File: config.mk
export PLATFORM = sky130hd
export DESIGN_NAME = control
export DESIGN_NICKNAME = d
export VERILOG_FILES = /design/src/procPkg.sv /design/src/control.sv
export SDC_FILE = /design/constraint.sdc
export NUM_CORES = 1
export LEC_CHECK = 0
export BUFFER_PORTS_ARGS = -buffer_cell sky130_fd_sc_hd__buf_2
export CORE_AREA = 2 2 39 41
export DETAILED_ROUTE_END_ITERATION = 8
export DIE_AREA = 0 0 41 43
export GPL_TIMING_DRIVEN = 0
export PLACE_DENSITY = 0.72
export SETUP_SLACK_MARGIN = 0.2
export SKIP_LAST_GASP = 1
export SYNTH_ARGS = -nofsm -noshare
export SYNTH_HDL_FRONTEND = slang
export SYNTH_SLANG_ARGS = --single-unit
File: constraint.sdc
create_clock -name vclk -period 4
set_input_delay 0.4 -clock vclk [all_inputs]
set_output_delay 0.4 -clock vclk [all_outputs]
set_load 0.1 [all_outputs]
File: src/procPkg.sv
/* Types shared by the 16-bit single-cycle core
   Opcode values outside opcodeT are illegal and trap in control
   Both memories hold memDepth words, upper address bits are dropped */
`default_nettype none

package procPkg;

   parameter int memDepth = 256;             // Words in imem and dmem

   typedef enum logic [4:0] {
      HALT  = 5'd0,
      NOP   = 5'd1,
      RTYPE = 5'd2,                          // ALU op in func field
      ADDI  = 5'd3,
      ANDI  = 5'd4,                          // Only zero-extended imm
      LD    = 5'd5,
      ST    = 5'd6,
      BEQZ  = 5'd7,
      BNEZ  = 5'd8,
      J     = 5'd9
   } opcodeT;

   typedef enum logic [1:0] {ADD, SUB, AND, XOR} aluOpT;

   typedef enum logic [1:0] {BR_NONE, BR_EQZ, BR_NEZ, BR_JUMP} branchT;

   // Three decodings of one instruction word
   typedef union packed {
      struct packed {
         opcodeT      op;
         logic [2:0]  rs;
         logic [2:0]  rt;
         logic [2:0]  rd;
         aluOpT       func;
      } r;
      struct packed {
         opcodeT      op;
         logic [2:0]  rs;
         logic [2:0]  rt;
         logic [4:0]  imm;
      } i;
      struct packed {
         opcodeT      op;
         logic [2:0]  rs;                    // Top of the J offset
         logic [7:0]  disp;
      } b;
   } instrU;

   typedef struct packed {
      logic    regWrite;
      logic    regDest;                      // 1 = rd, 0 = rt
      logic    aluSrc;                       // 1 = immediate operand
      aluOpT   aluOp;
      logic    memRead;
      logic    memWrite;
      logic    memToReg;
      branchT  branchCode;
      logic    halt;
   } ctlT;

   typedef struct packed {
      logic        valid;
      logic [7:0]  pc;
      logic        regWrite;
      logic [2:0]  wReg;
      logic [15:0] wData;
      logic        memWrite;
      logic [7:0]  mAddr;
      logic [15:0] mData;
   } retireT;

endpackage

`default_nettype wire

File: src/control.sv
/* Opcode decode into the control bundle and extended immediate
   Illegal opcodes give all-inactive controls and raise illegal
   Immediate is sign-extended except for ANDI */
`default_nettype none

module control import procPkg::*; (
   input  wire instrU   instr,
   output ctlT          ctl,
   output logic [15:0]  imm,
   output logic         illegal
);

   logic [15:0] immS5;                         // I view, signed
   logic [15:0] immZ5;                         // I view, unsigned
   logic [15:0] disp8;                         // B view branch offset
   logic [15:0] disp11;                        // J offset spans rs and disp

   assign immS5  = {{11{instr.i.imm[4]}}, instr.i.imm};
   assign immZ5  = {11'b0, instr.i.imm};
   assign disp8  = {{8{instr.b.disp[7]}}, instr.b.disp};
   assign disp11 = {{5{instr.b.rs[2]}}, instr.b.rs, instr.b.disp};

   always_comb begin
      ctl     = '0;                            // Everything inactive by default
      imm     = '0;
      illegal = 1'b0;
      case (instr.r.op)
         HALT: ctl.halt = 1'b1;
         NOP: ;                                // Just advance the PC
         RTYPE: begin
            ctl.regWrite = 1'b1;
            ctl.regDest  = 1'b1;               // Write rd
            ctl.aluOp    = instr.r.func;
         end
         ADDI: begin
            ctl.regWrite = 1'b1;
            ctl.aluSrc   = 1'b1;
            ctl.aluOp    = ADD;
            imm          = immS5;
         end
         ANDI: begin
            ctl.regWrite = 1'b1;
            ctl.aluSrc   = 1'b1;
            ctl.aluOp    = AND;
            imm          = immZ5;              // Mask must not sign-extend
         end
         LD: begin
            ctl.regWrite = 1'b1;
            ctl.aluSrc   = 1'b1;
            ctl.aluOp    = ADD;                // rs + offset
            ctl.memRead  = 1'b1;
            ctl.memToReg = 1'b1;
            imm          = immS5;
         end
         ST: begin
            ctl.aluSrc   = 1'b1;
            ctl.aluOp    = ADD;
            ctl.memWrite = 1'b1;               // Data comes from rt
            imm          = immS5;
         end
         BEQZ: begin
            ctl.branchCode = BR_EQZ;
            imm            = disp8;
         end
         BNEZ: begin
            ctl.branchCode = BR_NEZ;
            imm            = disp8;
         end
         J: begin
            ctl.branchCode = BR_JUMP;
            imm            = disp11;
         end
         default: illegal = 1'b1;
      endcase
   end

endmodule

`default_nettype wire

== After elaboration in Yosys (flattened, before gate mapping) ==
Cells that the tools add are included.

* Flip-flop bits (word level): 0
* Input bits: 16
* Output and inout bits: 28
* Word-level logic and storage cells: 25

* Equal/unequal tests: 9
* Mux-type cells: 10
* Reductions and logical operators: 6

{| class="wikitable"
|+ Operator list
! kind !! number
|-
| $pmux W16 S4 || 1
|-
| $eq A5 B3 Y1 const B || 4
|-
| $eq A5 B2 Y1 const B || 2
|-
| $eq A5 B4 Y1 const B || 2
|-
| $reduce_or A10 Y1 || 1
|-
| $reduce_or A4 Y1 || 2
|-
| $mux W1 || 7
|-
| $pmux W2 S3 || 1
|-
| $eq A5 B1 Y1 const B || 1
|-
| $logic_not A5 Y1 || 1
|-
| $pmux W2 S2 || 1
|-
| $reduce_or A3 Y1 || 1
|-
| $reduce_or A2 Y1 || 1
|}

== Depth between registers and ports, before layout ==
Gate-level depths: netlist of run 1.

* Depth in word-level cells: 3
* Mapped depth: 5
* Depth with buffers taken out: 3

== Least setup slack after synthesis of run 1 ==
Ideal clock, no wire load.

* Path type: input -> output
* Start: input port instr[11] (netlist bit)
* End: output port ctl[6] (netlist bit)
* Arrival time: 3.858 ns
* Required time: 3.600 ns
* Path slack: -0.258 ns
* Stages on the path: 4
* Buffers on the path: 1
* Cell sequence: buf_6 -> nor2_1 -> nand2_1 -> nor4b_1

{| class="wikitable"
|+ RTL lines
! element !! RTL line !! source
|-
| from (decl) || control.sv:7 || <nowiki>input wire instrU instr,</nowiki>
|-
| to (decl) || control.sv:8 || <nowiki>output ctlT ctl,</nowiki>
|}

== Final worst setup path of run 1 ==
* Start: input port instr[13] (netlist bit)
* End: output port imm[13]

* Cells in the longest elaborated chain, start to end: 3
* Elaborated cells on any way between the ends: 10
* Those cells by class: eq/ne (7); mux (1); reduce/logical (2)

{| class="wikitable"
|+ RTL lines
! element !! RTL line !! source
|-
| $eq A5 B3 Y1, or another cell as far along || control.sv:27 || <nowiki>case (instr.r.op)</nowiki>
|-
| $reduce_or A3 Y1 (no source line) / $reduce_or A2 Y1 (equally long branches) || - ||
|-
| $pmux W16 S4 (*) || control.sv:27 ||
|-
| to (decl) || control.sv:9 || <nowiki>output logic [15:0] imm,</nowiki>
|}

Mark *: on every way between the ends. The rest lies on a longest branch, timed or not.

==> key figures, run 1 <==
Power and ir drop
  – Switching power total: 112 uW
  – Peak supply drop: 0.0964 mV
  – Power per Cell Area: 216 nW/um^2
  – Int Power: about 29 uW
  – Clock share of power: 0%
  – Combinational power share: 100.0%
  – Flop pwr share: 0%
  – Net Sw Frac: between 70 and 80%
  – Static Leak: about 0.40 nW

Setup path
  – Worst path cell trace: buf_2 -> or4b_1 -> a211o_1 -> nand3_1 -> buf_4 -> buf_2
  – Slowest cell on the critical path: or4b_1
  – Critical Path AT: 2.13 ns
  – Critical Path RT: 3.60 ns
  – Crit. End Element: primary output
  – CP Class: input pin to primary output
  – Crit Path Max Fanout: 6
  – Worst setup SP type: input pin
  – Worst path max stage delay: between 0.5 and 0.6 ns
  – Cell mode on critical path: buf_2

Synthesis
  – Xor/xnor cell area share of the yosys netlist: 6.46%
  – Simple logic cell fraction of the synthesized area: between 50% and 60%
  – Post-synthesis compound-gate area fraction: 20.6%
  – Cell count after synthesis: 63
  – Adder-cell share of the synthesized area: 0%
  – Mux share of post-synthesis cell area: 0%
  – Syn Area/Cell: 6.45 sq um
  – Mapped cell area: about 410 sq um
  – Yosys Warn Count: 0
  – Post-synth cell types: 28
  – Synthesized net count: 79
  – Main combinational cell family by area after synthesis: simple AND/OR/NAND/NOR gates
  – Register area share after synthesis: 0%

Floorplan
  – Die area: 1760 sq um
  – Num rows: 14
  – Vert. Die Dim: about 43 microns
  – Die W: slightly above 40 microns
  – IO Pins: 44
  – Initial cell density of the core: approximately 29%
  – Core Area: ~1400 sq um

Final layout
  – Final instance area: 654 sq um
  – Clkbuf count: 0
  – Area of the multi-input gates: approximately 330 sq um
  – Seq. cell area: 0 sq um
  – Nets: about 120
  – Share of cells above drive strength 1: roughly 54%
  – Area Overhead vs Synth: 60.9%
  – Filler cells: between 150 and 200
  – Seq cells: 0
  – Post-route insts no fill: 122
  – Ant diodes: 0

Place
  – Placed insts: between 100 and 150
  – DPL Wire Length: 1.04 mm
  – Placed Area: 654 sq um
  – Port Buffers: between 40 and 50
  – Final Wtd Congestion: approximately 0.69

Global routing
  – GRT Resource Usage Total: 13.4%
  – M2 GR Usage: between 20% and 30%
  – GRT met1 Usage: 16.8%
  – Vias in the first global route: roughly 440
  – Grt total ovfl: 0
  – Initial antenna violation count: 0
  – Largest net degree at the start of global routing: 11
  – Busiest metal layer after global routing: met2
  – Global-route met3 utilization: 0%
  – Global-route wire length before repair: around 1.8 mm

Detailed routing
  – Router iterations before antenna repair: 4
  – Post-route ant nets: 0
  – Vias per cell: roughly 5
  – Routed wire per std cell: a little over 10 microns
  – DRC: 0
  – DR iter-0 viols: 8
  – Routed wire length: between 1 and 1.5 mm
  – Vias: between 500 and 600

Timing
  – Worst slew pin tran: 0.489 ns
  – RSZ-0062 raised after global routing: no
  – Final Hold Viols: 0
  – Final number of setup-violating endpoints: 0
  – Period utilization: between 60% and 70%
  – Tmin final: between 2 and 3 ns
  – Final hold slack: between 1 and 1.5 ns
  – Setup tns final: 0 ns
  – Max-Slew Margin vs Limit: a little under 70%
  – Peak Freq: approximately 400 MHz
  – Final max-slew violation count: 0

Worst hold path
  – HP Class: input pin to primary output

CTS
  – Hold_buf cts: 0
  – Post-CTS Resized: 0
  – Post-CTS Setup Bufs: 0

Flow run
  – Max cap viols: 0

Outcome
  – Status: complete, no violations
## per-stage QoR
stage          utilization, %  power, mW  worst slack [ns]
6_report                 47.3      0.141              1.47
5_1_grt                  47.3      0.149              1.38
4_1_cts                  47.3      0.142              1.45
3_5_place_dp             47.3      0.142              1.46
3_3_place_gp             47.3      0.141              1.46
2_1_floorplan               -      0.118             0.195
## routing by layer
layer	part of all wire, %	vias to the layer above
li1	-	309
met1	41	258
met2	48	26
met3	9.9	0
met4	0	0
met5	0	-
## power groups by stage
stage               registers, mW  clock network [mW]  logic [mW]
finish                          0                   0       0.141
global route                    0                   0       0.149
CTS                             0                   0       0.142
detailed placement              0                   0       0.142
global placement                0                   0       0.141
floorplan                       0                   0       0.118
## cell usage in the layout, fill, tap and decap left out, drive strengths merged
cell type and n:
nor4b 2, inv 3, or2b 1, o2111a 1
or4b 1, nand4b 1, o2111ai 1, a211o 1
nand2b 1, or3b 1, and3 1, nand3 7
nor3b 6, xnor2 2, a21oi 3, buf 53
nand3b 1, o21ai 2, clkbuf 1, nor3 4
a21o 4, xor2 1, nor2 4, nor2b 1
nand2 3
## synth_stat cells (all sizes together), types with 2 or more instances
cell	instances	area, sq um
nor4b	2	17.5
buf	10	71.3
nor2	4	15.0
a21oi	3	15.0
inv	3	11.3
nor3b	6	50.1
nand2	3	11.3
xnor2	2	17.5
nor3	4	20.0
a21o	4	30.0
o21ai	2	10.0
nand3	7	35.0
## path summary, 6_finish.rpt
path	start	endpoint	slack [ns]	cells after the start
worst max-delay path	instr[13]	imm[13]	1.47	6
worst min-delay path	instr[2]	imm[2]	1.30	3
## kinds of logic (layout without fill, tap and decap cells)
kind of cell,count (synthesis),after routing
AO/OA/AOI/OAI,12,12
XOR/XNOR,3,3
buffers and inverters,14,57
AND/OR/NAND/NOR,34,34
## worst max-delay path, delay by kind of cell
| family | cells | cell delay, ns |
|---|---|---|
| simple gates | 2 | 0.71 |
| buf+inv | 3 | 0.68 |
| compound gates | 1 | 0.34 |
## final cells by class
class	instances	area share [%]
Multi-Input combinational cell	49	50.9
Timing Repair Buffer	43	32.9
Buffer	11	11.5
Tap cell	16	3.06
Inverter	3	1.72
Power figures use the tool's default switching activity.
==> run 2, diff against run 1 <==
--- a/config.mk
+++ b/config.mk
@@ -10,7 +10,7 @@
 export DETAILED_ROUTE_END_ITERATION = 8
 export DIE_AREA = 0 0 41 43
 export GPL_TIMING_DRIVEN = 0
-export PLACE_DENSITY = 0.72
+export PLACE_DENSITY = 0.75
 export SETUP_SLACK_MARGIN = 0.2
 export SKIP_LAST_GASP = 1
 export SYNTH_ARGS = -nofsm -noshare
==> constraint.sdc (replaced) <==
create_clock -name vclk -period 2.1
set_input_delay 0.21 -clock vclk [all_inputs]
set_output_delay 0.21 -clock vclk [all_outputs]
set_load 0.1 [all_outputs]
==> key figures, run 2 (synthesis results as in run 1) <==
Outcome
  – Status: complete, no violations

Final layout
  – Nets: 126 (+1.6%)
  – Post-route insts no fill: 124 (+1.6%)
  – Filler cells: 103 (-40%)
  – Area of the multi-input gates: 507 sq um (+52%)
  – Seq cells: 0 (unchanged)
  – Commonest non-fill, non-tap cell in the layout: buf_2
  – Ant diodes: 0 (unchanged)
  – Commonest non-fill, non-tap cells in the layout: buf_2, buf_12, buf_4
  – Finished Core Util: 74.7% (+27 points)
  – Seq. cell area: 0 sq um (unchanged)
  – Clkbuf count: 0 (unchanged)
  – Area Overhead vs Synth: 154%
  – Share of cells above drive strength 1: 70.4% (+17 points)

Setup path
  – Critical Path AT: 1.66 ns (-0.47 ns)
  – Worst path cell trace: buf_2 -> buf_2 -> nand4b_1 -> a211o_1 -> nand3_4 -> buf_12 -> buf_8
  – Crit Path Max Fanout: 10 (+4)
  – Cell mode on critical path: buf_2
  – Crit. End Element: primary output
  – CP Class: input pin to primary output
  – Critical Path RT: 1.89 ns (-1.71 ns)
  – Worst path max stage delay: 0.37 ns (-0.15 ns)
  – Worst setup SP type: input pin
  – Slowest cell on the critical path: a211o_1

Worst hold path
  – Hold Path Stages: 3 (unchanged)
  – Min-delay src: instr[3]
  – Endpoint of the worst hold path: imm[3]
  – HP Class: input pin to primary output

Floorplan
  – Initial cell density of the core: 29.4% (unchanged)
  – IO Pins: 44 (unchanged)
  – Vert. Die Dim: 43 microns (unchanged)
  – Die W: 41 microns (unchanged)
  – Core Area: 1380 sq um (unchanged)
  – Die area: 1760 sq um (unchanged)
  – Num rows: 14 (unchanged)

Timing
  – Final max-slew violation count: 0 (unchanged)
  – Max-Slew Margin vs Limit: 67.6% (about the same)
  – Final number of setup-violating endpoints: 0 (unchanged)
  – Period utilization: between 80% and 90%
  – Setup tns final: 0 ns (unchanged)
  – Peak Freq: between 500 and 600 MHz
  – Worst slew pin tran: 0.490 ns (+0.000386 ns)
  – Final hold slack: 0.873 ns (-0.425 ns)
  – RSZ-0062 raised after global routing: yes
  – Tmin final: between 1.5 and 2 ns
  – Final Hold Viols: 0 (unchanged)

Place
  – Port Buffers: 43 (unchanged)
  – Placed insts: 122 (unchanged)
  – DPL Wire Length: 1.06 mm (+1.8%)
  – Final Wtd Congestion: 0.759 (+9.8%)

Detailed routing
  – Vias: 618 (+4.2%)
  – DR iter-0 viols: 4 (-4)
  – DRC: 0 (unchanged)
  – Router iterations before antenna repair: 4 (unchanged)
  – Routed wire length: 1.35 mm (+9.6%)
  – Vias per cell: 4.98 (+2.5%)
  – Routed wire per std cell: 10.9 microns (+7.8%)
  – Post-route ant nets: 0 (unchanged)

Global routing
  – GRT Resource Usage Total: 15.8% (+2.4 points)
  – Grt total ovfl: 0 (unchanged)
  – Vias in the first global route: 552 (+27%)
  – Global-route wire length before repair: 2.13 mm (+19%)
  – Largest net degree at the start of global routing: 11 (unchanged)
  – Initial antenna violation count: 0 (unchanged)

Power and ir drop
  – Total power: 351 uW (+150%)
  – Static Leak: 0.522 nW (+30%)
  – Peak supply drop: 0.207 mV (+120%)
  – Power per Cell Area: 340 nW/um^2 (+57%)

Flow run
  – Max cap viols: 0 (unchanged)

CTS
  – Hold_buf cts: 0 (unchanged)
run 2: through the flow:
stage | worst slack (ns) | area, sq um
5_1_grt | 0.177 | 1030
2_1_floorplan | -0.450 | 647
3_3_place_gp | -0.0632 | 882
3_5_place_dp | -0.0590 | 882
4_1_cts | 0.152 | 990
6_report | 0.226 | 1030
run 2: worst max-delay path by stage:
stage	from	cells after the start	to	slack, ns
6_report	instr[14]	7	imm[13]	0.23
3_3_place_gp	instr[13]	7	imm[12]	-0.06
2_1_floorplan	instr[11]	4	ctl[6]	-0.45
3_5_place_dp	instr[13]	7	imm[13]	-0.06
5_1_grt	instr[14]	7	imm[13]	0.18
4_1_cts	instr[12]	6	imm[13]	0.15
run 2: repair_timing:
action / 4_1_cts / 5_1_grt
endpoints found under the setup margin: 17 / 14
gates resized for setup: 30 / 8
setup buffers: 1 / 1
pin swaps: 3 / 2
endpoints found under the hold margin: 0 / 0
run 2: metal layers:
layer	vias to the layer above	part of all wire, %	global-route usage [%]
li1	316	-	-
met1	276	41	21.7
met2	26	51	28.1
met3	0	7.7	0
met4	0	0	0
met5	-	0	0
run 2: layout make-up:
| type | instances | share of cell area (%) |
|---|---|---|
| buffer | 11 | 15.3 |
| inverter | 3 | 1.09 |
| multi-input combinational | 49 | 49.0 |
| tap | 16 | 1.94 |
| timing repair buffer | 45 | 32.7 |
run 2: power breakdown:
| part | total (mW) | switching [mW] | internal, mW |
|---|---|---|---|
| sequential | 0 | 0 | 0 |
| clock | 0 | 0 | 0 |
| combinational | 0.351 | 0.244 | 0.107 |
run 2: critical path, delay by kind of cell:
| kind | cells | cell delay [ns] |
|---|---|---|
| simple gates | 2 | 0.45 |
| compound gates | 1 | 0.37 |
| buf+inv | 4 | 0.62 |
